==> config.mk <==
export PLATFORM = sky130hd
export DESIGN_NAME = wb_led_regs
export DESIGN_NICKNAME = d
export VERILOG_FILES = /design/src/source/wb_led_regs.sv
export SDC_FILE = /design/constraint.sdc
export NUM_CORES = 1
export LEC_CHECK = 0
export BUFFER_PORTS_ARGS = -buffer_cell sky130_fd_sc_hd__clkbuf_2
export CAP_MARGIN = 20
export CORE_MARGIN = 4
export CORE_UTILIZATION = 40
export DETAILED_ROUTE_END_ITERATION = 12
export PLACE_DENSITY = 0.83
export SLEW_MARGIN = 25
export SYNTH_ARGS = -nofsm -noshare
export SYNTH_HDL_FRONTEND = slang
export SYNTH_SLANG_ARGS = --single-unit
==> constraint.sdc <==
create_clock -name i_clk -period 2 [get_ports i_clk]
set_clock_uncertainty 0.1 [all_clocks]
set_input_delay 0.1 -clock i_clk [delete_from_list [all_inputs] [get_ports i_clk]]
set_output_delay 0.1 -clock i_clk [all_outputs]
set_load 0.03 [all_outputs]
==> src/source/wb_led_regs.sv <==
`timescale 1ns/1ns

module wb_led_regs (
    input  logic        i_clk,
    input  logic        i_reset,
    input  logic        i_wb_cyc,
    input  logic        i_wb_stb,
    input  logic        i_wb_we,
    input  logic        i_wb_addr,  // 0 = leds, 1 = button status
    input  logic [31:0] i_wb_data,
    output logic        o_wb_ack,
    output logic [31:0] o_wb_data,
    input  logic        i_button,   // async, from the pin
    output logic [7:0]  o_leds
);

    logic accept;       // no stall, so every stb is taken
    logic btn_meta;     // first sync flop
    logic btn_sync;     // safe to read

    assign accept = i_wb_cyc && i_wb_stb;

    // two-flop synchronizer
    always_ff @(posedge i_clk) begin
        btn_meta <= i_button;
        btn_sync <= btn_meta;
    end

    // led register and ack
    always_ff @(posedge i_clk) begin
        if (i_reset) begin
            o_leds   <= 8'd0;
            o_wb_ack <= 1'b0;
        end else begin
            o_wb_ack <= accept;
            if (accept && i_wb_we && !i_wb_addr)
                o_leds <= i_wb_data[7:0];   // status writes just ack
        end
    end

    // read data, zero-extended
    always_ff @(posedge i_clk) begin
        if (accept)
            o_wb_data <= i_wb_addr ? {31'd0, btn_sync} : {24'd0, o_leds};
    end

endmodule

# Word-level counts from Yosys, hierarchy flattened
# Index checks and enable logic that the tools add are counted.
dict set report op_classes {
  muxes 1
  n_reduce_logical 4
}
# cell n
set op_table {}
lappend op_table {{$logic_and 1x1->1} 3}
lappend op_table {{$logic_not 1->1} 1}
lappend op_table {{$mux 1} 1}
dict set report word_totals {
  regBits 43
  in_bits 39
  output_inout_bits 41
  wordCells 11
}

# Depth between registers and ports, before layout
# Gate-level depths: netlist of the first run.
dict set report depth {
  ltp_word 3
  ltp_mapped 3
}

# Worst setup path after synthesis of the first run
# Ideal clock, no wire load.
dict set report synth_path {
  kind {reg2reg}
  from {reg o_leds[0]}
  to {reg o_wb_data[0] (data pin)}
  setup_ns 0.260
  arrival_ns 0.675
  slack_ns 0.966
  path_stages_with_launch 2
  path_buffers 0
  cell_sequence {dfxtp_1 mux2_2}
}
dict set report synth_between {
  elab_chain_len 1
}
# element line_no
set synth_lines {}
lappend synth_lines {{start: declaration} 14} ;# output logic [7:0] o_leds
lappend synth_lines {{start signal: assignment} 37} ;# o_leds <= i_wb_data[7:0];
lappend synth_lines {{$mux 1} 44} ;# o_wb_data <= i_wb_addr ? {31'd0, btn_sync} : {24'd0, o_leds};
lappend synth_lines {{end signal: assignment} 44}
lappend synth_lines {{end: declaration} 12} ;# output logic [31:0] o_wb_data,
# No other way between the ends.
# A chain may end at the register's enable or synchronous reset.

# Worst setup path after layout of the first run
dict set report layout_path {
  from {reg o_leds[4]}
  to {out o_leds[4]}
}
# No word-level cell between the ends.

==> impl_metrics.ini, run 1 <==
[setup_path]
critical_path_peak_fanout = 3
cp.required_ns = 1.80
cp.buffers_inverters = 1
cp-start-kind = register
worst_ep_arrival_time_ns = 0.86
cp_cell_sequence = clkbuf_2
cp_slowest_cell = dfxtp_1
critPathTopFamily = flip-flops
critPathKind = reg -> out
regToRegSetupSlack_ns = 1.07
critPathCaptureType = output port
max_stage_delay_ns = 0.37

[outcome]
status = complete, no violations

[drt]
ant_nets = 0
drt_wl_total_mm = 1.51
wl_per_cell_um = 10.0
viasPerCell = 4.01
drc = 0
vias = 602
drtIter0Drc = 1
first_pass_iters = 2

[synthesis]
ys.flop_type = dfxtp_1
synth_top_cell_by_area = edfxtp_1
yosysUniqueCellTypes = 14
synth-compound-area-share = 0
synthAdderAreaFrac = 0
synth_top_family_by_area = buffers and inverters
synth_edf_count = 8
ys_seq_area_frac = 0.487
synth_area_leaders = edfxtp_1, dfxtp_1, buf_4
synth_seq_cells = 19
netlist_instances = 81
avgSynthCellArea_um2 = 11.7
synth-xor-area-share = 0
synthMuxAreaShare = 0.0967
synth_simple_gate_area_frac = 0.205
synth_warnings = 0
synthArstFlopShare = 0
synth_area_um2 = 945
synth_top_area_frac = 0.254
yosysMostFrequentCell = buf_4
synth_common_cells = buf_4, dfxtp_1

[timing]
finalCriticalPeriod_ns = 1.06
setup_viol = 0
timing.fmax_mhz = 940
drv_slew = 0
layout_setup_ws_ns = 0.937
rsz0062_at_grt = false
finalCritPeriodShare = 0.532
finalHoldViolCount = 0
fin_tns_setup_ns = 0

[die]
die_area_um2 = 3200
initial_core_util = 0.423
die_height_um = 56.6
core-area_um2 = 2230
ioPinCount = 80
dieWidth_um = 56.6
num_rows = 17

[cts]
cts_made_buffers = 3
ctsResizeCount = 0
post-cts-setup-buffer-count = 0
clk_latency_ns = 0.28
cts_root_buf = clkbuf_4
cts_max_path_buffers = 2
h-tree-depth = 1
numClockSinks = 19
clkTransAtPathRegs_ns = 0.09
cts_tree = yes

[grt]
grt_pass1_wl_mm = 2.48
grt_pass1_vias = 553
gr-total-overflow = 0
grt_start_max_net_pins = 18
antenna_found_initial = 0
grt_usage = 0.0991

[run]
cap_viol_max_count = 0

[finish]
final_nets = 162
final_layout_size_suffix_gt1_frac = 0.344
area.sequential_um2 = 460
multi_input_area_um2 = 375
nFillCells = 219
num_antenna_cells = 0
syn_to_final_growth_pct = 20.9

[power]
ir_drop_v = 0.000245
p_per_area_nw_per_um2 = 651
p_total_uw = 744
leakage_nw = 0.539

[place]
place.gp.congestion = 0.737
io_buffers = 31
place_worst_setup_slack_ns = 0.694
place_hpwl_mm = 1.16

[min_path]
min_path_type = in -> reg
## kinds of logic (layout without fill, tap and decap cells)
logic type | after synthesis | after routing
other cells | 1 | 24
simple gates | 26 | 26
flops | 19 | 19
buf+inv | 26 | 44
mux | 9 | 9
## metal layers
| metal | GRT usage | share of wire |
|---|---|---|
| met2 | 0.170 | 0.49 |
| met4 | 0.0508 | 0.010 |
| met1 | 0.106 | 0.37 |
| met5 | 0 | 0 |
| met3 | 0.0345 | 0.12 |
## flip-flops by register name, summed over array words and instances, names as in the netlist
| register | flops |
|---|---|
| o_leds | 8 |
| o_wb_ack | 1 |
| o_wb_data | 8 |
| btn_sync | 1 |
| btn_meta | 1 |
## worst paths after layout
path / start / to / depth (start not counted)
setup / recovery: o_leds[4] / o_leds[4] / 1
hold / removal: i_reset / o_wb_ack / 2
setup reg to reg: o_leds[0] / o_wb_data[0] / 1
hold reg to reg: btn_meta / btn_sync / 0
## where the power goes
group / internal (mW) / leakage (nW) / total (mW) / switching (mW)
registers: 0.416 / 0.166 / 0.420 / 0.00432
clock network: 0.0773 / 0.0150 / 0.177 / 0.100
logic: 0.0410 / 0.358 / 0.146 / 0.105
## final cells by class
class | instances | share of cell area
timing repair buffer | 40 | 0.215
clock buffer | 4 | 0.0230
tap | 28 | 0.0307
multi-input combinational | 59 | 0.329
sequential | 19 | 0.403
## metrics by stage
step	instance area [um2]	cells	hold slack, ns	utilization
after floorplan	1030	104	0.0277	-
after global placement	1030	137	0.104	0.459
after detailed placement	1030	137	0.104	0.459
after CTS	1140	150	0.0416	0.511
after global routing	1140	150	0.0622	0.511
final	1140	150	0.0497	0.511
## timing repair
| item | in CTS | in global routing |
|---|---|---|
| hold endpoints to repair | 9 | 0 |
| hold buffers | 9 | 0 |
| endpoints found under the setup margin | 0 | 0 |
## placed cells by master (no fill, tap or decap)
cell type	netlist	final
clkbuf_1	1	1
mux2i_1	8	8
clkbuf_4	0	3
and4b_1	1	1
mux2_2	1	1
edfxtp_1	8	8
or2b_1	8	8
dfxtp_1	11	11
clkbuf_2	0	31
nor2b_1	1	1
and2_1	1	1
conb_1	1	24
and2b_2	7	7
nand2b_1	8	8
dlygate4sd3_1	0	9
Power figures use the tool's default switching activity.
==> inputs of run 2 (changes only) <==
--- a/config.mk
+++ b/config.mk
@@ -5,12 +5,13 @@
 export SDC_FILE = /design/constraint.sdc
 export NUM_CORES = 1
 export LEC_CHECK = 0
+export ABC_AREA = 1
 export BUFFER_PORTS_ARGS = -buffer_cell sky130_fd_sc_hd__clkbuf_2
 export CAP_MARGIN = 20
 export CORE_MARGIN = 4
-export CORE_UTILIZATION = 40
+export CORE_UTILIZATION = 34
 export DETAILED_ROUTE_END_ITERATION = 12
-export PLACE_DENSITY = 0.83
+export PLACE_DENSITY = 0.75
 export SLEW_MARGIN = 25
 export SYNTH_ARGS = -nofsm -noshare
 export SYNTH_HDL_FRONTEND = slang
==> constraint.sdc (replaced) <==
create_clock -name i_clk -period 0.9 [get_ports i_clk]
set_clock_uncertainty 0.1 [all_clocks]
set_input_delay 0.045 -clock i_clk [delete_from_list [all_inputs] [get_ports i_clk]]
set_output_delay 0.045 -clock i_clk [all_outputs]
set_load 0.03 [all_outputs]
==> impl_metrics.ini, run 2 <==
[finish]
final_layout_size_suffix_gt1_frac = 0.393
final_nets = 203
final_cell_mix = conb_1, nor2_1, clkbuf_2
num_antenna_cells = 0
syn_to_final_growth_pct = 48.3
fin_area_um2 = 1400
nFillCells = 205
largestRegisters = o_leds (8), o_wb_data (8)
mostFrequentLayoutCell = conb_1

[timing]
timing.fmax_mhz = 976
finalHoldViolCount = 0
layout_setup_ws_ns = -0.124
setup_viol = 18
finalCriticalPeriod_ns = 1.02
drv_slew = 0
finalCritPeriodShare = 1.14
fin_tns_setup_ns = -0.984
rsz0062_at_grt = true

[power]
p_per_area_nw_per_um2 = 1310
ir_drop_v = 0.00102
leakage_nw = 0.707

[cts]
clkTransAtPathRegs_ns = 0.11
cts_made_buffers = 3
clk_latency_ns = 0.29
cts_max_path_buffers = 2
numClockSinks = 19
cts_root_buf = clkbuf_4
h-tree-depth = 1
cts_tree = yes

[setup_path]
worst_ep_arrival_time_ns = 0.88
max_stage_delay_ns = 0.41
cp.buffers_inverters = 1
cp-start-kind = register
cp_slowest_cell = edfxtp_1
cp_cell_sequence = clkbuf_8
cp.required_ns = 0.75
critPathCaptureType = output port
critical_path_peak_fanout = 1
critPathKind = reg -> out
critPathTopFamily = flip-flops

[synthesis]
synth_top_cell_by_area = edfxtp_1
synth_warnings = 0
synth_common_cells = buf_4, nor2_1, inv_1
avgSynthCellArea_um2 = 8.49
synthAdderAreaFrac = 0
synth-xor-area-share = 0
synth_top_family_by_area = buffers and inverters
synth_simple_gate_area_frac = 0.228
synthMuxAreaShare = 0
synth-compound-area-share = 0
synth_seq_cells = 19
ys.flop_type = dfxtp_1
yosysUniqueCellTypes = 13
synth_area_um2 = 942
synth_top_area_frac = 0.255
netlist_instances = 111
synth_edf_count = 8
synth_area_leaders = edfxtp_1, dfxtp_1, buf_4
ys_seq_area_frac = 0.489
synthArstFlopShare = 0

[grt]
gr-total-overflow = 0
grt_usage = 0.102
antenna_found_initial = 0
grt_pass1_wl_mm = 2.73
grt_pass1_vias = 661
grt_start_max_net_pins = 17

[die]
die_height_um = 60.6
dieWidth_um = 60.6
ioPinCount = 80
die_area_um2 = 3680
core-area_um2 = 2570
initial_core_util = 0.367
num_rows = 18

[place]
io_buffers = 31
placed_cell_area_um2 = 1040
place_hpwl_mm = 1.26
place.gp.congestion = 0.721

[drt]
drc = 0
first_pass_iters = 4
vias = 791
viasPerCell = 4.10
drtIter0Drc = 14
ant_nets = 0
drt_wl_total_mm = 2.09
wl_per_cell_um = 10.8

[outcome]
violations = negative setup slack
status = finished, violations left

[run]
cap_viol_max_count = 0

[min_path]
min_path_type = in -> reg
## run 2: area by class of cell
type,instances,area [um2],area share
multi-input cells,71,308,0.220
clock inverters,1,5.00,0.00358
well taps,30,37.5,0.0269
inverters,19,71.3,0.0510
repair buffers,50,482,0.345
clock buffers,3,22.5,0.0161
flip-flops and latches,19,472,0.338
## run 2: layer usage
metal	share of wire	GRT usage
met5	0	0
met4	0.037	0.0867
met3	0.10	0.0149
met2	0.52	0.194
met1	0.34	0.0926
## run 2: metrics by stage
stage | worst slack (ns) | hold slack (ns) | std cells | total power [mW] | util
global route | -0.166 | 0.0395 | 193 | 1.91 | 0.544
global placement | 0.0592 | 0.0486 | 172 | 1.30 | 0.407
CTS | -0.110 | 0.0139 | 193 | 1.80 | 0.533
floorplan | 0.0121 | -0.0273 | 134 | 1.31 | -
detailed placement | 0.0288 | 0.0509 | 172 | 1.31 | 0.407
finish | -0.124 | 0.0574 | 193 | 1.83 | 0.544
## run 2: logic make-up after synthesis
kind of cell	after synthesis
buffers and inverters	44
flip-flops	19
other	1
AND/OR/NAND/NOR	47
## run 2: worst paths after layout
kind | depth (start not counted) | start | slack [ns] | to
worst max register to register | 3 | o_leds[0] | -0.04 | o_wb_data[0]
worst max-delay path | 1 | o_wb_data[0] | -0.12 | o_wb_data[0]
worst min register to register | 0 | btn_meta | 0.24 | btn_sync
worst min-delay path | 3 | i_wb_addr | 0.06 | o_wb_data[0]
## run 2: where the power goes
group | total (mW) | switching (mW) | internal (mW)
Clock | 0.416 | 0.251 | 0.165
Combinational | 0.456 | 0.297 | 0.159
Sequential | 0.954 | 0.0212 | 0.933
Total | 1.83 | 0.569 | 1.26
## run 2: what timing repair did
action / in CTS / in global routing
gates resized for setup: 40 / 21
hold buffers: 11 / 1
setup endpoints to repair: 17 / 27
endpoints found under the hold margin: 10 / 8
pin swaps: 0 / 1
cloned: 0 / 0
buffers inserted: 6 / 1
