==> src/source/dbgbus_pkg.sv <==
package dbgbus_pkg;

    // command class, top two bits of every command word
    localparam logic [1:0] CMD_SUB_RD      = 2'd0; // single read at current address
    localparam logic [1:0] CMD_SUB_WR      = 2'd1; // single write, payload is the data
    localparam logic [1:0] CMD_SUB_ADDR    = 2'd2; // set address, absolute or relative
    localparam logic [1:0] CMD_SUB_SPECIAL = 2'd3; // reserved, master drops it

    // response class, top two bits of every response word
    localparam logic [1:0] RSP_SUB_DATA    = 2'd0; // read data follows
    localparam logic [1:0] RSP_SUB_ACK     = 2'd1; // write done, zero payload
    localparam logic [1:0] RSP_SUB_ADDR    = 2'd2; // address echo
    localparam logic [1:0] RSP_SUB_SPECIAL = 2'd3; // code in bits 31:29

    // special response codes, rest of the word is zero
    localparam logic [2:0] RSP_SPECIAL_RESET     = 3'd0;
    localparam logic [2:0] RSP_SPECIAL_BUS_ERROR = 3'd1;

    // wishbone word address width
    localparam int WB_ADDR_W = 30;

    // address map, all in word addresses
    localparam int                   RAM_AW    = 8;       // 256 words of scratch
    localparam logic [WB_ADDR_W-1:0] RAM_BASE  = 30'h000;
    localparam logic [WB_ADDR_W-1:0] REG_BASE  = 30'h100;
    localparam int                   REG_COUNT = 2;       // led reg, button status
    // anything outside the two windows gets a bus error

    // one command word, two readings of the low 32 bits
    typedef union packed {
        // read / write view
        struct packed {
            logic [1:0]  cls;  // command class
            logic [31:0] data; // write data, ignored on reads
        } d;
        // address view
        struct packed {
            logic [1:0]           cls;  // command class
            logic                 rel;  // add to current address
            logic                 inc;  // bump address after each access
            logic [WB_ADDR_W-1:0] addr; // word address or offset
        } a;
    } cmd_word_u;

    // a 34-bit word in, a 34-bit word out
    // every bus access is a full word, no byte selects
    // only one bus transaction is ever in flight

endpackage
==> src/source/wb_addr_decode.sv <==
`timescale 1ns/1ns

module wb_addr_decode (
    input  logic        i_clk,
    input  logic        i_reset,
    // from the master
    input  logic        i_wb_cyc,
    input  logic        i_wb_stb,
    input  logic [29:0] i_wb_addr,
    output logic        o_wb_stall,
    output logic        o_wb_ack,
    output logic        o_wb_err,
    output logic [31:0] o_wb_data,
    // scratch ram
    output logic        o_ram_stb,
    input  logic        i_ram_stall,
    input  logic        i_ram_ack,
    input  logic [31:0] i_ram_data,
    // led / button registers
    output logic        o_reg_stb,
    input  logic        i_reg_ack,
    input  logic [31:0] i_reg_data
);

    logic ram_sel;      // address inside ram window
    logic reg_sel;      // address inside register window
    logic err_q;        // unmapped request, answered one cycle later

    // window compares against the package map
    assign ram_sel = (i_wb_addr >= dbgbus_pkg::RAM_BASE)
                  && (i_wb_addr <  dbgbus_pkg::RAM_BASE + 2**dbgbus_pkg::RAM_AW);
    assign reg_sel = (i_wb_addr >= dbgbus_pkg::REG_BASE)
                  && (i_wb_addr <  dbgbus_pkg::REG_BASE + dbgbus_pkg::REG_COUNT);

    // stb to at most one slave
    assign o_ram_stb = i_wb_cyc && i_wb_stb && ram_sel;
    assign o_reg_stb = i_wb_cyc && i_wb_stb && reg_sel;

    assign o_wb_stall = ram_sel ? i_ram_stall : 1'b0; // regs and the void never stall
    assign o_wb_ack   = i_ram_ack || i_reg_ack;
    assign o_wb_data  = reg_sel ? i_reg_data : i_ram_data; // addr held until ack

    // unmapped: accept at once, err next cycle
    always_ff @(posedge i_clk) begin
        if (i_reset)
            err_q <= 1'b0;
        else
            err_q <= i_wb_cyc && i_wb_stb && !ram_sel && !reg_sel;
    end

    assign o_wb_err = err_q;

    a_one_slave : assert property (
        @(posedge i_clk) disable iff (i_reset)
        !(o_ram_stb && o_reg_stb)
    ) else $error("decoder strobed both slaves");

endmodule

==> config.mk <==
export PLATFORM = sky130hd
export DESIGN_NAME = wb_addr_decode
export DESIGN_NICKNAME = d
export VERILOG_FILES = /design/src/source/dbgbus_pkg.sv /design/src/source/wb_addr_decode.sv
export SDC_FILE = /design/constraint.sdc
export NUM_CORES = 1
export LEC_CHECK = 0
export BUFFER_PORTS_ARGS = -buffer_cell sky130_fd_sc_hd__buf_2
export CORE_AREA = 2 2 54 56
export CTS_CLUSTER_SIZE = 10
export DETAILED_ROUTE_END_ITERATION = 10
export DIE_AREA = 0 0 56 58
export GPL_ROUTABILITY_DRIVEN = 1
export PLACE_DENSITY_LB_ADDON = 0.25
export SETUP_SLACK_MARGIN = 0.05
export SYNTH_ARGS = -nofsm -noshare
export SYNTH_HDL_FRONTEND = slang
export SYNTH_SLANG_ARGS = --single-unit
==> constraint.sdc <==
create_clock -name i_clk -period 3 [get_ports i_clk]
set_input_delay 0.6 -clock i_clk [delete_from_list [all_inputs] [get_ports i_clk]]
set_output_delay 0.6 -clock i_clk [all_outputs]
set_load 0.05 [all_outputs]
; ---- Word-level counts from Yosys, hierarchy flattened
; Cells that the tools add are included.
[totals]
elab_cells = 17
reg_bits = 1
in_bits = 101
output_inout_bits = 37
[op_classes]
reduce_logical = 10
n_lt_le_gt_ge = 4
muxes = 2
[ops]
columns = op, count
row1 = "30-bit by 9-bit less-than comparator with 1-bit output, second input constant", 2
row2 = 32-bit 2-to-1 mux, 1
row3 = "30-bit by 1-bit greater-or-equal comparator with 1-bit output, second input constant", 1
row4 = "30-bit by 9-bit greater-or-equal comparator with 1-bit output, second input constant", 1
row5 = 1-bit logical AND, 7
row6 = 1-bit logical NOT, 2
row7 = 1-bit logical OR, 1
row8 = 1-bit 2-to-1 mux, 1

; ---- Logic depth before layout (Yosys ltp)
; Gate-level depths: netlist of run 1.
[logic_depth]
ltp_word = 5
depth_mapped = 5
mapped_depth_nobuf = 4

; ---- Least setup slack after synthesis of run 1
; No wires, ideal clock.
[synth_path]
kind = input port to output port
startpoint = in i_wb_addr[20]
endpoint = out o_reg_stb
slack_ns = -0.277
path_stages = 3
t_arrival_ns = 2.677
n_path_buf = 0
t_required_ns = 2.400
path_cell_list = nor4_1 nand4_1 nor4_1
[synth_between]
elab_chain_len = 3
elab_cells_between_ends = 4
cone_classes = 2 x order compare / 2 x reduce/logical
[synth_rtl]
columns = element, line_no
row1 = "start, declared", wb_addr_decode.sv:9  ; input logic [29:0] i_wb_addr,
row2 = 30-bit by 9-bit greater-or-equal comparator with 1-bit output / 30-bit by 9-bit less-than comparator with 1-bit output (equally long branches), "wb_addr_decode.sv:32, wb_addr_decode.sv:33"
row3 = 1-bit logical AND *, wb_addr_decode.sv:33  ; && (i_wb_addr < dbgbus_pkg::REG_BASE + dbgbus_pkg::REG_COUNT);
row4 = 1-bit logical AND *, wb_addr_decode.sv:37  ; assign o_reg_stb = i_wb_cyc && i_wb_stb && reg_sel;
row5 = "end, declared", wb_addr_decode.sv:20  ; output logic o_reg_stb,
; Every way passes the cells marked *; elsewhere a longest branch is shown, timed or not.

; ---- Worst setup path after layout of run 1
[layout_path]
startpoint = in i_wb_addr[6]
endpoint = out o_wb_data[12]
[layout_between]
elab_chain_len = 3
elab_cells_between_ends = 4
cone_classes = 2 x order compare / 1 x mux / 1 x reduce/logical
[layout_rtl]
columns = element, line_no
row1 = 30-bit by 9-bit greater-or-equal comparator with 1-bit output / 30-bit by 9-bit less-than comparator with 1-bit output (equally long branches), "wb_addr_decode.sv:32, wb_addr_decode.sv:33"
row2 = 1-bit logical AND *, wb_addr_decode.sv:33
row3 = 32-bit 2-to-1 mux *, wb_addr_decode.sv:41  ; assign o_wb_data = reg_sel ? i_reg_data : i_ram_data;
row4 = "end, declared", wb_addr_decode.sv:13  ; output logic [31:0] o_wb_data,
; Marked as above.

==> results of run 1 <==
power groups by stage:
stage | combinational [uW] | clock [uW] | sequential [uW]
6_report | 196 | 0 | 14.2
5_1_grt | 208 | 0 | 14.3
4_1_cts | 196 | 0 | 14.2
3_5_place_dp | 195 | 0 | 14.2
3_3_place_gp | 192 | 0 | 14.2
2_1_floorplan | 111 | 0 | 16.2
worst max-delay path by stage:
stage	startpoint	end	slack (ns)
6_report	i_wb_addr[6]	o_wb_data[12]	0.17
5_1_grt	i_wb_addr[1]	o_wb_data[20]	0.07
4_1_cts	i_wb_addr[20]	o_wb_data[19]	0.12
3_5_place_dp	i_wb_addr[20]	o_wb_data[19]	0.12
3_3_place_gp	i_wb_addr[11]	o_wb_data[28]	0.16
2_1_floorplan	i_wb_addr[20]	o_reg_stb	-0.28
through the flow:
stage | setup WS (ns) | TNS [ns] | hold WS, ns | util
2_1_floorplan | -0.2770 | -0.5484 | 0.6728 | -
3_3_place_gp | 0.1555 | 0 | 0.7745 | 0.4704
3_5_place_dp | 0.1210 | 0 | 0.7717 | 0.4704
4_1_cts | 0.1174 | 0 | 0.7717 | 0.4704
5_1_grt | 0.06581 | 0 | 0.7763 | 0.5089
6_report | 0.1738 | 0 | 0.7684 | 0.5089
worst max-delay path: stages:
cell and delay (ns):
buf_2 0.10, nor4_2 0.29, nand2_1 0.17, nor3_4 0.22, buf_12 0.14, clkbuf_16 0.15
mux2_2 0.33, buf_2 0.21
routing by layer:
metal / track usage / wire [um]
met5: 0 / 0
met3: 0.02679 / 298
met1: 0.1162 / 822
met4: 0.003401 / 0
met2: 0.3176 / 1584
synthesized netlist by cell type:
cell type  instances  share of area
nor4b_1            1          0.016
or2_2              1          0.012
nor3_4             1          0.030
nand4_1            1          0.012
nor2_1             2          0.014
buf_6              3          0.063
mux2_2            30           0.63
a211oi_1           1          0.014
nor4_1             7          0.081
dfxtp_1            1          0.037
mux2_1             2          0.042
and3b_1            1          0.016
nor3_1             1         0.0093
nand2_1            4          0.028
kinds of logic after synthesis:
| logic type | after synthesis | share of synthesized area |
|---|---|---|
| buf+inv | 3 | 0.06264 |
| mux | 32 | 0.6682 |
| compound gates | 1 | 0.01393 |
| simple gates | 19 | 0.2181 |
| flops | 1 | 0.03712 |
layout make-up:
type,instances,area (um2)
Timing Repair Buffer,144,804.5
Sequential cell,1,20.02
Fill cell,277,1308
Tap cell,31,38.79
Multi-Input combinational cell,52,491.7
timing repair:
action	CTS	global route
hold buffers	0	0
gates resized for setup	0	1
endpoints found under the hold margin	0	0
setup endpoints to repair	0	32
buffers inserted	0	3
==> impl_metrics.csv, run 1 <==
group,metric,value,unit
status,status,"finished, final reports clean",
power_and_ir_drop,powerDensity,154.9,nW/um2
sta,rsz0062_at_grt,"no",
routing,route.detailed.drc,0,
sta,worst_pin_slew,0.2490,ns
cells_and_area,area.growth.synth_to_final,151.3,%
logic_synthesis,ys_ff_latch,1,
floorplan,die_w,56,um
worst_setup_path,cp-end-kind,"output pin",
worst_setup_path,required,2.40,ns
global_route,grt_overflow,0,
logic_synthesis,synth_cells,56,
placement,placed_cells,222,
routing,vias_per_cell,4.447,
hold_path,min_from,"i_reset",
global_route,grt_max_degree,33,
floorplan,die-area,3248,um2
power_and_ir_drop,switching_power,117.5,uW
cells_and_area,nets,300,
cells_and_area,drive_gt1_frac,0.8985,
cells_and_area,antennaDiodeCount,0,
cts,clkTransAtPathRegs,0,ns
hold_path,hold_class,"in -> reg",
sta,period_minus_slack,2.826,ns
cells_and_area,layout_commonest_cell,"buf_2",
power_and_ir_drop,report.power.total,209.9,uW
cells_and_area,largest_register_ffs,1,
placement,io_buffer_count,136,
hold_path,holdPathEnd,"o_wb_err$_SDFF_PP0_",
power_and_ir_drop,p_leak,0.0007593,uW
floorplan,ioPinCount,138,
hold_path,hold_depth,2,
worst_setup_path,worstSetupPathType,"in -> out",
routing,drtIter0Drc,15,
floorplan,die_h,58,um
routing,antenna_left,0,
worst_setup_path,arrival,2.23,ns
power_and_ir_drop,power_frac_seq,0.068,
global_route,grt_pass1_vias,968,
power_and_ir_drop,vdd_drop_max,0.00009581,V
run,cap_violations,0,
cells_and_area,final_cell_mix,"136 x buf_2, 30 x mux2_2, 6 x nor4_1, 4 x nand2_1, 3 x buf_4",
logic_synthesis,ys_types,14,
worst_setup_path,critPathMaxFanout,8,
global_route,grt_use_total,0.1346,
logic_synthesis,yosysSeqAreaShare,0.03712,
placement,place.gp.congestion,0.6946,
logic_synthesis,ys_warn_count,0,
power_and_ir_drop,p_int,92.45,uW
routing,finalWirelength,2705,um
power_and_ir_drop,power_frac_clock,0,
floorplan,core_region_area,2663,um2
sta,period_share,0.9421,
routing,wl_per_cell,11.86,um
sta,max_freq,353.8,MHz
cells_and_area,finalInstanceArea,1355,um2
placement,dp_hpwl,2199,um
power_and_ir_drop,switching_share,0.5596,
logic_synthesis,syn_avg_cell_area,9.630,um2
routing,vias,1014,
sta,setup_viol_count_final,0,
power_and_ir_drop,pwr-share-comb,0.932,
global_route,grt_pass1_wl,3753,um
sta,slew_viol_final,0,
sta,hold_viol_final,0,
placement,post_dp_cell_area,1252,um2
cells_and_area,final_cells,228,
logic_synthesis,syn_nets,157,
sta,max-slew-margin-rel,0.8316,
floorplan,floorplan.initialDensity,0.2025,
worst_setup_path,start_kind,"input pin",
global_route,grt_antenna_before_repair,0,
routing,dr.pass1.iters,4,
logic_synthesis,syn-cell-area,539.3,um2
floorplan,rows,19,
(Power assumes the default switching activity.)
==> run 2: changes to the inputs <==
--- a/config.mk
+++ b/config.mk
@@ -7,12 +7,13 @@
 export LEC_CHECK = 0
 export BUFFER_PORTS_ARGS = -buffer_cell sky130_fd_sc_hd__buf_2
 export CORE_AREA = 2 2 54 56
+export CTS_BUF_LIST = sky130_fd_sc_hd__clkbuf_16
 export CTS_CLUSTER_SIZE = 10
 export DETAILED_ROUTE_END_ITERATION = 10
 export DIE_AREA = 0 0 56 58
 export GPL_ROUTABILITY_DRIVEN = 1
 export PLACE_DENSITY_LB_ADDON = 0.25
-export SETUP_SLACK_MARGIN = 0.05
+export SETUP_SLACK_MARGIN = 0.15
 export SYNTH_ARGS = -nofsm -noshare
 export SYNTH_HDL_FRONTEND = slang
 export SYNTH_SLANG_ARGS = --single-unit
==> impl_metrics.csv, run 2 (same netlist as run 1, synthesis figures left out) <==
group,metric,value,unit
power_and_ir_drop,report.power.total,284.3,uW
worst_setup_path,arrival,2.21,ns
cells_and_area,finalInstanceArea,1813,um2
sta,max_freq,355.8,MHz
cells_and_area,area.growth.synth_to_final,236.2,%
worst_setup_path,worstSetupPathType,"in -> out",
floorplan,rows,19,
sta,worst_pin_slew,0.2519,ns
floorplan,floorplan.initialDensity,0.2025,
routing,vias_per_cell,4.704,
global_route,grt_pass1_vias,985,
worst_setup_path,start_kind,"input pin",
floorplan,ioPinCount,138,
worst_setup_path,cp-end-kind,"output pin",
hold_path,hold_class,"in -> reg",
routing,vias,1082,
sta,period_share,0.9368,
sta,setup_viol_count_final,0,
routing,dr.pass1.iters,4,
worst_setup_path,slowest_delay,0.32,ns
global_route,top_usage_layer,"met2",
global_route,grt_max_degree,17,
global_route,grt_overflow,0,
global_route,grt_antenna_before_repair,0,
routing,drtIter0Drc,27,
sta,max-slew-margin-rel,0.8297,
sta,fin_hold_ws,0.7679,ns
cells_and_area,antennaDiodeCount,0,
worst_setup_path,cpMaxStageDelayCell,"mux2_4",
global_route,grt_util_met2,0.3412,
placement,dp_hpwl,2199,um
placement,io_buffer_count,136,
cells_and_area,nFillCells,208,
floorplan,die_w,56,um
placement,place.gp.congestion,0.6946,
run,cap_violations,0,
cells_and_area,final_cell_mix,"101 x buf_2, 26 x mux2_4, 25 x buf_8, 12 x buf_6, 6 x mux2_2",
sta,period_minus_slack,2.810,ns
sta,slew_viol_final,0,
worst_setup_path,critPathBufInv,4,
routing,wl_per_cell,16.43,um
routing,antenna_left,0,
floorplan,die_h,58,um
power_and_ir_drop,p_leak,0.0009668,uW
floorplan,core_region_area,2663,um2
sta,final.setup.tns,0,ns
sta,setup_slack,0.1896,ns
worst_setup_path,path_cells,"buf_2 > nor4_2 > nand4_1 > nor3_4 > buf_6 > clkbuf_16 > mux2_4 > buf_8",
worst_setup_path,crit_family,"simple AND/OR/NAND/NOR gates",
sta,hold_viol_final,0,
cts,clkTransAtPathRegs,0,ns
global_route,grt_use_total,0.1463,
worst_setup_path,critPathMaxFanout,8,
cells_and_area,layout_commonest_cell,"buf_2",
cells_and_area,multiInputGateArea,610.6,um2
power_and_ir_drop,vdd_drop_max,0.0001272,V
cts,ctsHoldBuffers,0,
cells_and_area,drive_gt1_frac,0.9196,
floorplan,die-area,3248,um2
placement,post_dp_cell_area,1252,um2
routing,route.detailed.drc,0,
routing,finalWirelength,3778,um
placement,dpl_worst_slack,0.1210,ns
status,status,"finished, final reports clean",
power_and_ir_drop,powerDensity,156.8,nW/um2
global_route,grt_use_met3,0.02455,
global_route,grt_pass1_wl,3981,um
cells_and_area,largest_register_ffs,1,
global_route,grt_util_met1,0.1311,
worst_setup_path,required,2.40,ns
cells_and_area,regArea,20.02,um2
cells_and_area,nets,302,
sta,rsz0062_at_grt,"yes",
==> run 2: final cells by class <==
class,count,share of cell area
multi-input combinational,52,0.3368
sequential,1,0.01104
tap,31,0.02139
timing repair buffer,146,0.6308
==> run 2: metal layers <==
| metal | wire length, um | part of all wire |
|---|---|---|
| met1 | 1273 | 0.34 |
| met2 | 2208 | 0.58 |
| met3 | 282 | 0.075 |
| met4 | 14 | 0.0037 |
| met5 | 0 | 0 |
==> run 2: through the flow <==
stage,std cells,util
final,230,0.6809
after global routing,230,0.6809
after CTS,227,0.5070
after detailed placement,222,0.4704
after global placement,222,0.4704
after floorplan,56,-
==> run 2: repair_timing <==
item                       4_1_cts  5_1_grt
resized for setup               14      130
setup endpoints to repair       32       32
pin swaps                        4        4
cloned                           1        2
buffers inserted                 4        1
==> run 2: final timing paths <==
path,startpoint,endpoint,depth (start not counted)
worst min-delay path,i_reset,o_wb_err$_SDFF_PP0_,2
worst max-delay path,i_wb_addr[20],o_wb_data[25],8
==> run 2: power breakdown <==
| group | internal, uW | switching [uW] | total [uW] |
|---|---|---|---|
| registers | 14.1 | 0.0805 | 14.2 |
| logic | 134 | 136 | 270 |
| clock network | 0 | 0 | 0 |
| total | 148 | 137 | 284 |
==> run 3: changes to the inputs <==
==> constraint.sdc (replaced) <==
create_clock -name i_clk -period 3 [get_ports i_clk]
set_input_delay 0.6 -clock i_clk [delete_from_list [all_inputs] [get_ports i_clk]]
set_output_delay 0.6 -clock i_clk [all_outputs]
set_load 0.005 [all_outputs]
==> impl_metrics.csv, run 3 (same netlist as run 1, synthesis figures left out) <==
group,metric,value,unit
sta,worst_pin_slew,0.2485,ns
power_and_ir_drop,p_int,92.14,uW
floorplan,die_h,58,um
worst_setup_path,cp-end-kind,"output pin",
worst_setup_path,path_cells,"buf_2 > nor4_1 > nand4_1 > nor3_4 > buf_12 > buf_6 > mux2_2 > buf_2",
routing,wl_per_cell,11.97,um
sta,max-slew-margin-rel,0.8320,
power_and_ir_drop,vdd_drop_max,0.00005768,V
worst_setup_path,arrival,2.14,ns
global_route,grt_pass1_vias,963,
cells_and_area,drive_gt1_frac,0.9086,
global_route,grt_util_met1,0.1216,
run,cap_violations,0,
sta,slew_viol_final,0,
routing,finalWirelength,2729,um
cts,ctsHoldBuffers,0,
cells_and_area,area.growth.synth_to_final,153.6,%
global_route,grt_use_total,0.1322,
placement,placed_cells,221,
global_route,top_usage_layer,"met2",
worst_setup_path,cpMostUsedCell,"buf_2",
floorplan,die-area,3248,um2
cells_and_area,antennaDiodeCount,0,
cells_and_area,largest_register_ffs,1,
global_route,grt_use_met3,0.02232,
worst_setup_path,critPathBufInv,4,
routing,vias_per_cell,4.535,
global_route,grt_util_met2,0.3042,
sta,max_freq,364.9,MHz
cells_and_area,regArea,20.02,um2
global_route,grt_antenna_before_repair,0,
placement,dp_hpwl,2205,um
floorplan,die_w,56,um
power_and_ir_drop,power_frac_clock,0,
worst_setup_path,required,2.40,ns
hold_path,hold_class,"in -> reg",
routing,dr.pass1.iters,2,
worst_setup_path,start_kind,"input pin",
cells_and_area,layout_commonest_cell,"buf_2",
placement,dpl_worst_slack,0.1049,ns
status,status,"finished, final reports clean",
sta,period_share,0.9135,
floorplan,core_region_area,2663,um2
floorplan,ioPinCount,138,
worst_setup_path,critPathMaxFanout,8,
worst_setup_path,slowest_delay,0.34,ns
global_route,grt_overflow,0,
cells_and_area,multiInputGateArea,504.2,um2
cells_and_area,final_cell_mix,"136 x buf_2, 30 x mux2_2, 4 x nor4_1, 4 x nand2_1",
sta,rsz0062_at_grt,"no",
power_and_ir_drop,switching_share,0.2844,
global_route,grt_pass1_wl,3691,um
sta,setup_slack,0.2595,ns
worst_setup_path,cpMaxStageDelayCell,"mux2_2",
global_route,grt_max_degree,33,
cells_and_area,nets,300,
power_and_ir_drop,power_frac_seq,0.110,
sta,final.setup.tns,0,ns
cts,clkTransAtPathRegs,0,ns
routing,drtIter0Drc,26,
placement,post_dp_cell_area,1245,um2
power_and_ir_drop,powerDensity,94.16,nW/um2
floorplan,floorplan.initialDensity,0.2025,
routing,antenna_left,0,
cells_and_area,final_cells,228,
placement,place.gp.congestion,0.6935,
cells_and_area,nFillCells,267,
routing,route.detailed.drc,0,
worst_setup_path,worstSetupPathType,"in -> out",
cells_and_area,finalInstanceArea,1368,um2
power_and_ir_drop,pwr-share-comb,0.890,
floorplan,rows,19,
sta,period_minus_slack,2.741,ns
power_and_ir_drop,report.power.total,128.8,uW
placement,io_buffer_count,136,
power_and_ir_drop,p_leak,0.0007602,uW
routing,vias,1034,
sta,setup_viol_count_final,0,
sta,hold_viol_final,0,
worst_setup_path,crit_family,"simple AND/OR/NAND/NOR gates",
power_and_ir_drop,switching_power,36.63,uW
## run 3: changes by cell type in the layout (fill, tap and decap cells not counted), sizes merged
cell,previous run,this run
buf,144,142
## run 3: area by class of cell
class / instances / share of cell area
multi-input combinational: 52 / 0.3687
sequential: 1 / 0.01464
tap: 31 / 0.02836
timing repair buffer: 144 / 0.5883
## run 3: power groups by stage
stage	clock network, uW	registers [uW]	logic [uW]
floorplan	0	14.3	29.1
global placement	0	14.2	110
detailed placement	0	14.2	113
CTS	0	14.2	113
global route	0	14.3	126
finish	0	14.2	115
## run 3: worst paths after layout
| path | start | end | depth (start not counted) |
|---|---|---|---|
| setup / recovery | i_wb_addr[20] | o_wb_data[30] | 8 |
| hold / removal | i_reset | o_wb_err$_SDFF_PP0_ | 2 |
## run 3: layer usage
metal  routed length [um]  vias to the layer above
li1                     -                      506
met1                  852                      459
met2                 1581                       67
met3                  282                        2
met4                   12                        0
met5                    0                        -
## run 3: what timing repair did
item | 4_1_cts | 5_1_grt
resized for setup | 0 | 3
gates cloned | 0 | 3
setup buffers | 1 | 3
endpoints found under the setup margin | 32 | 32
pin swaps | 1 | 4
## run 3: per-stage QoR
| step | hold slack (ns) | utilization |
|---|---|---|
| after global routing | 0.7803 | 0.5136 |
| after detailed placement | 0.7715 | 0.4676 |
| after global placement | 0.7739 | 0.4676 |
| after CTS | 0.7715 | 0.4704 |
| final | 0.7681 | 0.5136 |
| after floorplan | 0.6728 | - |
