File: src/source/dbgbus_pkg.sv
package dbgbus_pkg;

    // command class, top two bits of every command word
    localparam logic [1:0] CMD_SUB_RD      = 2'd0; // single read at current address
    localparam logic [1:0] CMD_SUB_WR      = 2'd1; // single write, payload is the data
    localparam logic [1:0] CMD_SUB_ADDR    = 2'd2; // set address, absolute or relative
    localparam logic [1:0] CMD_SUB_SPECIAL = 2'd3; // reserved, master drops it

    // response class, top two bits of every response word
    localparam logic [1:0] RSP_SUB_DATA    = 2'd0; // read data follows
    localparam logic [1:0] RSP_SUB_ACK     = 2'd1; // write done, zero payload
    localparam logic [1:0] RSP_SUB_ADDR    = 2'd2; // address echo
    localparam logic [1:0] RSP_SUB_SPECIAL = 2'd3; // code in bits 31:29

    // special response codes, rest of the word is zero
    localparam logic [2:0] RSP_SPECIAL_RESET     = 3'd0;
    localparam logic [2:0] RSP_SPECIAL_BUS_ERROR = 3'd1;

    // wishbone word address width
    localparam int WB_ADDR_W = 30;

    // address map, all in word addresses
    localparam int                   RAM_AW    = 8;       // 256 words of scratch
    localparam logic [WB_ADDR_W-1:0] RAM_BASE  = 30'h000;
    localparam logic [WB_ADDR_W-1:0] REG_BASE  = 30'h100;
    localparam int                   REG_COUNT = 2;       // led reg, button status
    // anything outside the two windows gets a bus error

    // one command word, two readings of the low 32 bits
    typedef union packed {
        // read / write view
        struct packed {
            logic [1:0]  cls;  // command class
            logic [31:0] data; // write data, ignored on reads
        } d;
        // address view
        struct packed {
            logic [1:0]           cls;  // command class
            logic                 rel;  // add to current address
            logic                 inc;  // bump address after each access
            logic [WB_ADDR_W-1:0] addr; // word address or offset
        } a;
    } cmd_word_u;

    // a 34-bit word in, a 34-bit word out
    // every bus access is a full word, no byte selects
    // only one bus transaction is ever in flight

endpackage
File: src/source/dbgbus_wb_master.sv
`timescale 1ns/1ns

module dbgbus_wb_master (
    input  logic        i_clk,
    input  logic        i_reset,
    // command stream in
    input  logic        i_cmd_stb,
    input  logic [33:0] i_cmd_word,
    output logic        o_cmd_busy,
    // response stream out, no back-pressure
    output logic        o_rsp_stb,
    output logic [33:0] o_rsp_word,
    // wishbone master side
    output logic        o_wb_cyc,
    output logic        o_wb_stb,
    output logic        o_wb_we,
    output logic [29:0] o_wb_addr,
    output logic [31:0] o_wb_data,
    input  logic        i_wb_stall,
    input  logic        i_wb_ack,
    input  logic        i_wb_err,
    input  logic [31:0] i_wb_data
);

    dbgbus_pkg::cmd_word_u cmd; // incoming word, both views

    logic is_addr;      // address command
    logic is_bus;       // read or write command
    logic take_addr;    // address command accepted this cycle
    logic take_bus;     // bus command accepted this cycle
    logic bus_done;     // ack or err ends the cycle
    logic inc_flag;     // auto-increment after each access
    logic new_addr;     // echo pending next cycle
    logic reset_ann;    // reset announcement pending

    assign cmd = i_cmd_word;

    // class decode, special falls through both and is dropped
    assign is_addr = (cmd.a.cls == dbgbus_pkg::CMD_SUB_ADDR);
    assign is_bus  = (cmd.d.cls == dbgbus_pkg::CMD_SUB_RD)
                  || (cmd.d.cls == dbgbus_pkg::CMD_SUB_WR);

    // commands only land while the bus is idle
    assign take_addr = i_cmd_stb && !o_wb_cyc && is_addr;
    assign take_bus  = i_cmd_stb && !o_wb_cyc && is_bus;

    assign bus_done = o_wb_cyc && (i_wb_ack || i_wb_err);

    // one transaction at a time, so busy is just cyc
    assign o_cmd_busy = o_wb_cyc;

    // bus sequence, state lives in cyc/stb
    //   idle    : !cyc
    //   request : cyc && stb, waiting on stall
    //   wait    : cyc && !stb, waiting on ack or err
    always_ff @(posedge i_clk) begin
        if (i_reset) begin
            o_wb_cyc <= 1'b0;
            o_wb_stb <= 1'b0;
        end else if (o_wb_cyc) begin
            if (o_wb_stb && !i_wb_stall)
                o_wb_stb <= 1'b0;   // request accepted
            if (i_wb_ack || i_wb_err) begin
                o_wb_cyc <= 1'b0;   // cycle over either way
                o_wb_stb <= 1'b0;
            end
        end else if (take_bus) begin
            o_wb_cyc <= 1'b1;
            o_wb_stb <= 1'b1;
        end
    end

    // direction and write data, held for the whole cycle
    always_ff @(posedge i_clk) begin
        if (take_bus) begin
            o_wb_we   <= (cmd.d.cls == dbgbus_pkg::CMD_SUB_WR);
            o_wb_data <= cmd.d.data;
        end
    end

    // current address and increment flag
    always_ff @(posedge i_clk) begin
        if (i_reset) begin
            o_wb_addr <= '0;
            inc_flag  <= 1'b0;
            new_addr  <= 1'b0;
        end else begin
            new_addr <= 1'b0;
            if (take_addr) begin
                if (cmd.a.rel)
                    o_wb_addr <= o_wb_addr + cmd.a.addr; // relative, wraps
                else
                    o_wb_addr <= cmd.a.addr;
                inc_flag <= cmd.a.inc;
                new_addr <= 1'b1;                         // echo next cycle
            end else if (bus_done && inc_flag) begin
                o_wb_addr <= o_wb_addr + 30'd1;           // err steps too
            end
        end
    end

    // response strobe, one cycle wide
    always_ff @(posedge i_clk) begin
        if (i_reset) begin
            o_rsp_stb <= 1'b0;
            reset_ann <= 1'b1;      // announce once reset lets go
        end else begin
            o_rsp_stb <= reset_ann || bus_done || new_addr;
            reset_ann <= 1'b0;
        end
    end

    // response payload
    // announcement first, it can never overlap a bus or address response
    always_ff @(posedge i_clk) begin
        if (reset_ann) begin
            o_rsp_word <= {dbgbus_pkg::RSP_SUB_SPECIAL,
                           dbgbus_pkg::RSP_SPECIAL_RESET, 29'd0};
        end else if (o_wb_cyc && i_wb_err) begin
            o_rsp_word <= {dbgbus_pkg::RSP_SUB_SPECIAL,
                           dbgbus_pkg::RSP_SPECIAL_BUS_ERROR, 29'd0};
        end else if (o_wb_cyc && i_wb_ack) begin
            if (o_wb_we)
                o_rsp_word <= {dbgbus_pkg::RSP_SUB_ACK, 32'd0};
            else
                o_rsp_word <= {dbgbus_pkg::RSP_SUB_DATA, i_wb_data};
        end else if (new_addr) begin
            // echo never carries the relative flag
            o_rsp_word <= {dbgbus_pkg::RSP_SUB_ADDR, 1'b0, inc_flag, o_wb_addr};
        end
    end

    // host side must respect busy
    a_no_cmd_while_busy : assert property (
        @(posedge i_clk) disable iff (i_reset)
        i_cmd_stb |-> !o_cmd_busy
    ) else $error("command strobe while master busy");

    // a request only ever sits inside an open cycle
    a_stb_in_cyc : assert property (
        @(posedge i_clk) disable iff (i_reset)
        o_wb_stb |-> o_wb_cyc
    ) else $error("wishbone stb without cyc");

endmodule

File: config.mk
export PLATFORM = sky130hd
export DESIGN_NAME = dbgbus_wb_master
export DESIGN_NICKNAME = d
export VERILOG_FILES = /design/src/source/dbgbus_pkg.sv /design/src/source/dbgbus_wb_master.sv
export SDC_FILE = /design/constraint.sdc
export NUM_CORES = 1
export LEC_CHECK = 0
export BUFFER_PORTS_ARGS = -buffer_cell sky130_fd_sc_hd__buf_2
export CORE_ASPECT_RATIO = 0.75
export CORE_MARGIN = 5
export CORE_UTILIZATION = 30
export CTS_CLUSTER_DIAMETER = 150
export DETAILED_ROUTE_END_ITERATION = 8
export SYNTH_ARGS = -nofsm -noshare
export SYNTH_HDL_FRONTEND = slang
export SYNTH_SLANG_ARGS = --single-unit
File: constraint.sdc
create_clock -name i_clk -period 5.8 [get_ports i_clk]
set_input_delay 0.58 -clock i_clk [delete_from_list [all_inputs] [get_ports i_clk]]
set_output_delay 0.58 -clock i_clk [all_outputs]
set_load 0.005 [all_outputs]
# ---- Word level (Yosys, flattened, before mapping)
# Cells that the tools add are included.
dict set report word_totals {
  ff_bits 103
  n_memories 0
  latch_bits 0
  ram_bits 0
  out_inout_bits 101
  rom_bits 0
  inputBits 72
  wordCells 53
}
dict set report classes {
  addsub 2
  n_lt_le_gt_ge 0
  mux 16
  eq_ne 3
  shift 0
  div_mod_pow 0
  n_bitwise 0
  n_mul 0
  reduce_logical 21
}
# op count
set ops {}
lappend ops {{$mux 30} 4}
lappend ops {{$mux 34} 2}
lappend ops {{$mux 33} 1}
lappend ops {{$add 30x1->30 const B} 1}
lappend ops {{$add 30x30->30} 1}
lappend ops {{$mux 1} 9}
lappend ops {{$logic_and 1x1->1} 8}
lappend ops {{$reduce_bool 2->1} 3}
lappend ops {{$logic_or 1x1->1} 4}
lappend ops {{$ne 3x1->1 const B} 1}
lappend ops {{$reduce_bool 3->1} 1}
lappend ops {{$eq 2x1->1 const B} 1}
lappend ops {{$eq 2x2->1 const B} 1}
lappend ops {{$logic_not 1->1} 2}
lappend ops {{$logic_not 2->1} 1}
lappend ops {{$reduce_and 2->1} 1}
lappend ops {{$reduce_or 2->1} 1}

# ---- Longest topological paths before layout
# Gate-level depths: netlist (run 1).
dict set report depth {
  ltp_word 5
  ltp_mapped 10
}

# ---- Worst setup path before layout (run 1)
# No wires, ideal clock.
dict set report synth_timing {
  path_type {input -> register}
  from {input i_cmd_word[33]}
  to {register o_wb_data[0], enable pin}
  cell_stages 1
  path_slack_ns 2.192
  path_buffers 0
  required_time_ns 5.324
  setup_time_ns 0.476
  arrival_time_ns 3.132
  path_cell_list {nor3b_1}
}
dict set report synth_between {
  elab_chain_cells 3
}
# item line
set synth_lines {}
lappend synth_lines {{from (decl)} dbgbus_wb_master.sv:8} ;# input logic [33:0] i_cmd_word,
lappend synth_lines {{$eq 2x1->1 or $logic_not 2->1 (tied branches)} {dbgbus_wb_master.sv:41, dbgbus_wb_master.sv:40}}
lappend synth_lines {{$logic_or 1x1->1 *} dbgbus_wb_master.sv:41} ;# || (cmd.d.cls == dbgbus_pkg::CMD_SUB_WR);
lappend synth_lines {{$logic_and 1x1->1 *} dbgbus_wb_master.sv:45} ;# assign take_bus = i_cmd_stb && !o_wb_cyc && is_bus;
lappend synth_lines {{to (signal assigned)} dbgbus_wb_master.sv:77} ;# o_wb_data <= cmd.d.data;
lappend synth_lines {{to (decl)} dbgbus_wb_master.sv:18} ;# output logic [31:0] o_wb_data,
# Mark *: on every way between the ends. The rest lies on a longest branch, timed or not.
# A chain may end at the register's enable or synchronous reset.

# ---- Final worst setup path (run 1)
dict set report layout_timing {
  from {register o_wb_addr[0]}
  to {register o_wb_addr[26]}
}
dict set report layout_between {
  elab_chain_cells 3
}
# item line
set layout_lines {}
lappend layout_lines {{from (decl)} dbgbus_wb_master.sv:17} ;# output logic [29:0] o_wb_addr,
lappend layout_lines {{from (signal assigned)} dbgbus_wb_master.sv:91} ;# o_wb_addr <= o_wb_addr + cmd.a.addr;
lappend layout_lines {{from (signal assigned)} dbgbus_wb_master.sv:93} ;# o_wb_addr <= cmd.a.addr;
lappend layout_lines {{from (signal assigned)} dbgbus_wb_master.sv:97} ;# o_wb_addr <= o_wb_addr + 30'd1;
lappend layout_lines {{$add 30x1->30 or $add 30x30->30 (tied branches)} {dbgbus_wb_master.sv:97, dbgbus_wb_master.sv:91}}
lappend layout_lines {{$mux 30 (on tied branches)} {dbgbus_wb_master.sv:96, dbgbus_wb_master.sv:90}}
lappend layout_lines {{$mux 30 *} dbgbus_wb_master.sv:89} ;# if (take_addr) begin
# Mark *: on every way between the ends. The rest lies on a longest branch, timed or not. The select of a mux whose other input is x is not followed.

==> qor.csv, run 1 <==
metric;value;unit
hold_ws;0.4169;ns
vias_per_cell;5.145;
ant_nets;0;
power.leakage;3.420;nW
fin_crit;2.865;ns
final-setup-viol-count;0;
synth_top_cell_by_area;dfxtp_1;
timing.slew.headroom;24.08;%
cp_slowest_cell;fa_1;
ys_types;71;
crit_type;reg2reg;
cts_sinks;103;
run_status;complete, no violations;
cp.required;6.06;ns
r2r_slack;2.93;ns
path_clk_slew;0.08;ns
die_w;178.4;um
hold_buffers;0;
num_vias;5850;
worstPathArrival;3.12;ns
firstDrtPassIters;5;
grt_max_degree;49;
synth_enable_flop_cells;33;
fin_crit_sh;49.40;%
area_growth;21.70;%
synth_seq_area_share;37.48;%
worst_ir_drop_vdd;0.1311;mV
grt_pass1_vias;5321;
grt.overflow.total;0;
critPathCaptureType;flop;
drt_iter0_markers;441;
synth_top_area_share;21.96;%
io_buffer_count;172;
die_area;24320;um2
netlist_top_cells_area;dfxtp_1 22%, edfxtp_1 16%, mux2i_1 7.1%;
critPathTopFamily;compound AO/OA/AOI/OAI gates;
synthTopCellsByCount;105 x nor2_1, 70 x dfxtp_1, 45 x mux2i_1, 41 x a21oi_1, 36 x nand2_1;
pre_cts_ws;2.651;ns
cp-startpoint;o_wb_addr[0];
die_h;136.3;um
pwr-share-clk;35.0;%
pwr-share-seq;46.8;%
n_antenna_cell;0;
worst_skew_pair.late_latency;0.36;ns
timing.max_cap.violations;0;
netlist_instances;697;
tritoncts;yes;
path_depth;10;
clockBufferDepth;2;
hpwl;15710;um
endpoint;o_wb_addr[26];
postSynthAreaPerCell;9.157;um2
slowest_delay;0.44;ns
power_frac_comb;18.2;%
crit_fanout;6;
synth.ff_latch_count;103;
switching_share;30.50;%
slew_viol_final;0;
drive_gt1_share;26.62;%
route.detailed.drc;0;
post_drt_wl_per_cell;18.52;um
p_int;0.001205;W
async_flop_share;0;%
yosysMostFrequentCell;nor2_1;
fill_cells;2225;
r2r-end;o_wb_addr[26];
synth_nets;800;
power_density;223.1;nW/um2
tightest_slew;1.139;ns
synth_area;6382;um2
rows;46;
grt_usage;17.09;%
nNetsFinal;947;
max_freq;0.3490;GHz
rsz0062_at_grt;no;
post_cts.repair.setup_buffers;0;
crit_buf_inv;0;
worst_setup_path_start_kind;flop;
hold_viol;0;
yosysWarningCount;0;
ys.flop_type;dfxtp_1;
core;21070;um2
r2r_start;o_wb_addr[0];
initial_core_util;30.30;%
cts.repair.resized;0;
cts_root_buf;clkbuf_16;
cts_inserted_buffers;9;
power_switching;0.0005287;W
fin_ws;2.935;ns
cp_cell_sequence;ha_1, fa_1, a211oi_1, o21ai_1, o2111ai_1, nand3_1, a21oi_1, o21bai_1, mux2i_1, o21a_1;
min-delay-path-class;in2reg;
tns;0;ns
clock_skew;0.01275;ns
cts_max_level;3;
reg2reg_depth;10;
ioPinCount;173;
grt_first_pass_wirelength;32150;um
wirelength;21060;um
place.gp.congestion;0.8808;
antenna_found_initial;1;
[power groups by stage]
stage / combinational, W / sequential [W] / clock (W)
6_report: 0.000316 / 0.000812 / 0.000606
5_1_grt: 0.000350 / 0.000816 / 0.000653
4_1_cts: 0.000316 / 0.000811 / 0.000621
3_5_place_dp: 0.000313 / 0.000828 / 0
3_3_place_gp: 0.000313 / 0.000827 / 0
2_1_floorplan: 0.000206 / 0.000815 / 0
[how the worst min path moves through the flow]
stage	startpoint	to	slack, ns	cells after the start
after floorplan	reset_ann	o_rsp_word[29]	0.39	1
after global routing	i_cmd_word[30]	o_wb_data[30]	0.41	1
final	i_cmd_word[30]	o_wb_data[30]	0.42	1
after global placement	reset_ann	o_rsp_word[29]	0.40	1
after detailed placement	reset_ann	o_rsp_word[29]	0.41	1
after CTS	i_cmd_word[30]	o_wb_data[30]	0.40	1
[flip-flops by register name, indices dropped and copies added, names as in the netlist]
signal      count
new_addr        1
reset_ann       1
o_wb_addr      30
o_rsp_stb       1
o_wb_stb        1
inc_flag        1
o_wb_data      32
o_wb_we         1
o_cmd_busy      1
o_rsp_word     34
[placed cells by master, fill, tap and decap left out, drive strengths merged, types with 28 or more instances in the layout]
cell / instances
nor2: 106
mux2i: 45
a21oi: 43
a31oi: 33
ha: 30
dfxtp: 70
nand2: 36
xnor2: 28
buf: 178
edfxtp: 33
[worst register-to-register path, delay by kind of cell (launching register included)]
family / cells / cell delay (ns)
muxes: 1 / 0.14
and+or+nand+nor: 1 / 0.21
DFF: 1 / 0.39
adders and majority gates: 2 / 0.68
AOI/OAI and AO/OA: 6 / 1.36
[layer usage]
layer | routed length [um] | vias to the layer above | share of wire (%) | global-route usage, %
met5 | 13 | - | 0.062 | 0
li1 | - | 2853 | - | -
met3 | 1859 | 17 | 8.8 | 4.837
met1 | 10700 | 2725 | 51 | 26.61
met2 | 8301 | 253 | 39 | 23.17
met4 | 180 | 2 | 0.85 | 3.323
[through the flow]
stage / instances / power, W / cell area [um2] / util (%)
global placement: 1121 / 0.001140 / 7485 / 35.53
detailed placement: 1121 / 0.001141 / 7485 / 35.53
global route: 1137 / 0.001818 / 7767 / 36.87
CTS: 1137 / 0.001748 / 7767 / 36.87
floorplan: 697 / 0.001021 / 6382 / -
finish: 1137 / 0.001733 / 7767 / 36.87
[cells by family after synthesis]
group	count (synthesis)	synth area share (%)
buf+inv	52	3.607
compound gates	187	20.66
simple gates	227	17.82
mux	46	7.234
xor+xnor	51	6.999
flops	103	37.48
fa+ha+maj	31	6.195
[final cells by class]
cell class,instances,area (um2),share of cell area (%)
multi-input cells,542,3787,48.76
clock inverters,7,57.56,0.7410
flip-flops and latches,103,2394,30.82
inverters,10,37.54,0.4832
well taps,288,360.3,4.639
repair buffers,178,905.9,11.66
clock buffers,9,225.2,2.899
No activity file was read; power rests on OpenSTA's default activity.
==> run 2: changes to the inputs <==
--- a/config.mk
+++ b/config.mk
@@ -5,6 +5,7 @@
 export SDC_FILE = /design/constraint.sdc
 export NUM_CORES = 1
 export LEC_CHECK = 0
+export ABC_AREA = 1
 export BUFFER_PORTS_ARGS = -buffer_cell sky130_fd_sc_hd__buf_2
 export CORE_ASPECT_RATIO = 0.75
 export CORE_MARGIN = 5
==> constraint.sdc (replaced) <==
create_clock -name i_clk -period 3 [get_ports i_clk]
set_input_delay 0.3 -clock i_clk [delete_from_list [all_inputs] [get_ports i_clk]]
set_output_delay 0.3 -clock i_clk [all_outputs]
set_load 0.005 [all_outputs]
==> qor.csv, run 2 <==
metric;value;unit
reg2reg_depth;13;
placed_cell_area;8273;um2
cp-startpoint;o_wb_addr[0];
synth_nets;1168;
synth_area;7019;um2
crit_type;reg2reg;
die_w;186.6;um
die_area;26590;um2
power_density;411.6;nW/um2
stdcell_area;8576;um2
wirelength;25230;um
n_antenna_cell;0;
cp_cell_sequence;ha_1, fa_1, nand2_1, inv_1, nand2_1, nand2_1, nand2_1, nand2_1, nand2_1, nand2_1, xor2_1, o21ai_0, a21oi_1;
vias_per_cell;4.848;
synth_seq_area_share;34.08;%
place.gp.congestion;0.9683;
cp_slowest_cell;dfxtp_1;
grt_max_degree;51;
cts.repair.resized;0;
crit_fanout;6;
grt_usage;18.85;%
timing.max_cap.violations;0;
min-delay-path-class;in2reg;
clock_skew;0.007876;ns
synth.ff_latch_count;103;
drive_gt1_share;19.71;%
hold_viol;0;
worst_ir_drop_vdd;0.2194;mV
grt_first_pass_wirelength;40450;um
tns;0;ns
synth_top_cell_by_area;dfxtp_1;
worst_setup_path_start_kind;flop;
critPathCaptureType;flop;
cts_inserted_buffers;9;
r2r-end;o_wb_addr[16];
firstDrtPassIters;5;
ant_nets;0;
route.detailed.drc;0;
fin_crit_sh;78.21;%
post_drt_wl_per_cell;16.41;um
tightest_slew;0.8931;ns
slowest_delay;0.40;ns
cts_max_level;3;
area_growth;22.17;%
slew_viol_final;0;
grt.overflow.total;0;
endpoint;o_wb_addr[16];
nNetsFinal;1336;
num_vias;7456;
r2r_slack;0.65;ns
drt_iter0_markers;647;
layout_common_cells;293 x nand2_1, 172 x buf_2, 122 x nor2_1;
r2r_start;o_wb_addr[0];
die_h;142.5;um
largest_reg_flops;34;
timing.slew.headroom;40.39;%
rows;48;
worstPathArrival;2.58;ns
synth_enable_flop_cells;33;
grt_pass1_vias;7270;
run_status;complete, no violations;
fill_cells;2524;
final-setup-viol-count;0;
fin_crit;2.346;ns
path_clk_slew;0.07;ns
postSynthAreaPerCell;6.591;um2
post_cts.repair.setup_buffers;0;
rsz0062_at_grt;no;
netlist_top_cells_area;dfxtp_1 20%, nand2_1 16%, edfxtp_1 14%;
max_freq;0.4262;GHz
cts_sinks;103;
cp_common_cell;nand2_1;
ioPinCount;173;
synth_top_area_share;19.96;%
cp.required;3.24;ns
io_buffer_count;172;
hpwl;19850;um
yosysWarningCount;0;
worst_skew_pair.late_latency;0.36;ns
core;23000;um2
top_register;o_rsp_word;
async_flop_share;0;%
ys_types;42;
cts_root_buf;clkbuf_16;
ys.flop_type;dfxtp_1;
netlist_instances;1065;
synthTopCellsByCount;293 x nand2_1, 124 x nor2_1, 120 x inv_1, 107 x a21oi_1, 93 x o21ai_0;
clockBufferDepth;2;
tritoncts;yes;
hold_buffers;0;
final_common_cell;nand2_1;
yosysMostFrequentCell;nand2_1;
reg_top3;o_rsp_word: 34 flops, o_wb_data: 32 flops, o_wb_addr: 30 flops;
power.leakage;4.281;nW
initial_core_util;30.52;%
antenna_found_initial;0;
==> run 2: cells by family after synthesis <==
| logic type | share of synthesized area [%] |
|---|---|
| buf+inv | 9.233 |
| fa+ha+maj | 5.633 |
| simple gates | 29.55 |
| compound gates | 17.50 |
| flops | 34.08 |
| xor+xnor | 3.993 |
==> run 2: how the worst min path moves through the flow <==
stage | from | end | slack (ns) | depth (start not counted)
after global routing | i_cmd_word[14] | o_wb_data[14] | 0.13 | 1
after CTS | i_cmd_word[14] | o_wb_data[14] | 0.13 | 1
after global placement | reset_ann | o_rsp_word[29] | 0.42 | 1
after detailed placement | reset_ann | o_rsp_word[29] | 0.43 | 1
final | i_cmd_word[14] | o_wb_data[14] | 0.15 | 1
after floorplan | i_reset | reset_ann | 0.33 | 0
==> run 2: area by class of cell <==
| cell class | instances | area (um2) | area share, % |
|---|---|---|---|
| inverter | 129 | 484.2 | 5.646 |
| multi-input combinational | 796 | 3995 | 46.59 |
| clock inverter | 4 | 25.02 | 0.2918 |
| clock buffer | 12 | 277.8 | 3.239 |
| tap | 300 | 375.4 | 4.377 |
| timing repair buffer | 194 | 1026 | 11.96 |
| sequential | 103 | 2392 | 27.90 |
==> run 2: worst max-delay path: cells and delay by family, from the launching register on <==
kind | cells | cell delay, ns
AO/OA/AOI/OAI | 2 | 0.38
XOR/XNOR | 1 | 0.15
adder cells (fa/ha/maj) | 2 | 0.65
buffers and inverters | 1 | 0.05
flip-flops | 1 | 0.40
AND/OR/NAND/NOR | 7 | 0.59
==> run 2: power breakdown <==
group / internal [W] / switching, W / leakage, nW / total (W)
clock: 0.000659 / 0.000549 / 0.154 / 0.00121
sequential: 0.00151 / 0.0000632 / 0.880 / 0.00158
combinational: 0.000273 / 0.000471 / 3.25 / 0.000744
total: 0.00245 / 0.00108 / 4.28 / 0.00353
==> run 2: routing by layer <==
metal / global-route usage, % / wire length (um) / vias to the layer above / part of all wire, %
met3: 5.002 / 2045 / 31 / 8.1
met2: 27.94 / 10410 / 292 / 41
met4: 3.948 / 441 / 0 / 1.7
li1: - / - / 3796 / -
met1: 27.62 / 12330 / 3337 / 49
met5: 0 / 0 / - / 0
==> run 2: stage by stage <==
stage | total power, W | setup slack [ns] | utilization (%) | instances | hold slack, ns
2_1_floorplan | 0.002036 | 0.7934 | - | 1065 | 0.3277
3_3_place_gp | 0.002347 | 0.6436 | 35.97 | 1522 | 0.4201
3_5_place_dp | 0.002350 | 0.6340 | 35.97 | 1522 | 0.4297
4_1_cts | 0.003572 | 0.6569 | 37.28 | 1538 | 0.1322
5_1_grt | 0.003738 | 0.4081 | 37.28 | 1538 | 0.1343
6_report | 0.003530 | 0.6538 | 37.28 | 1538 | 0.1476
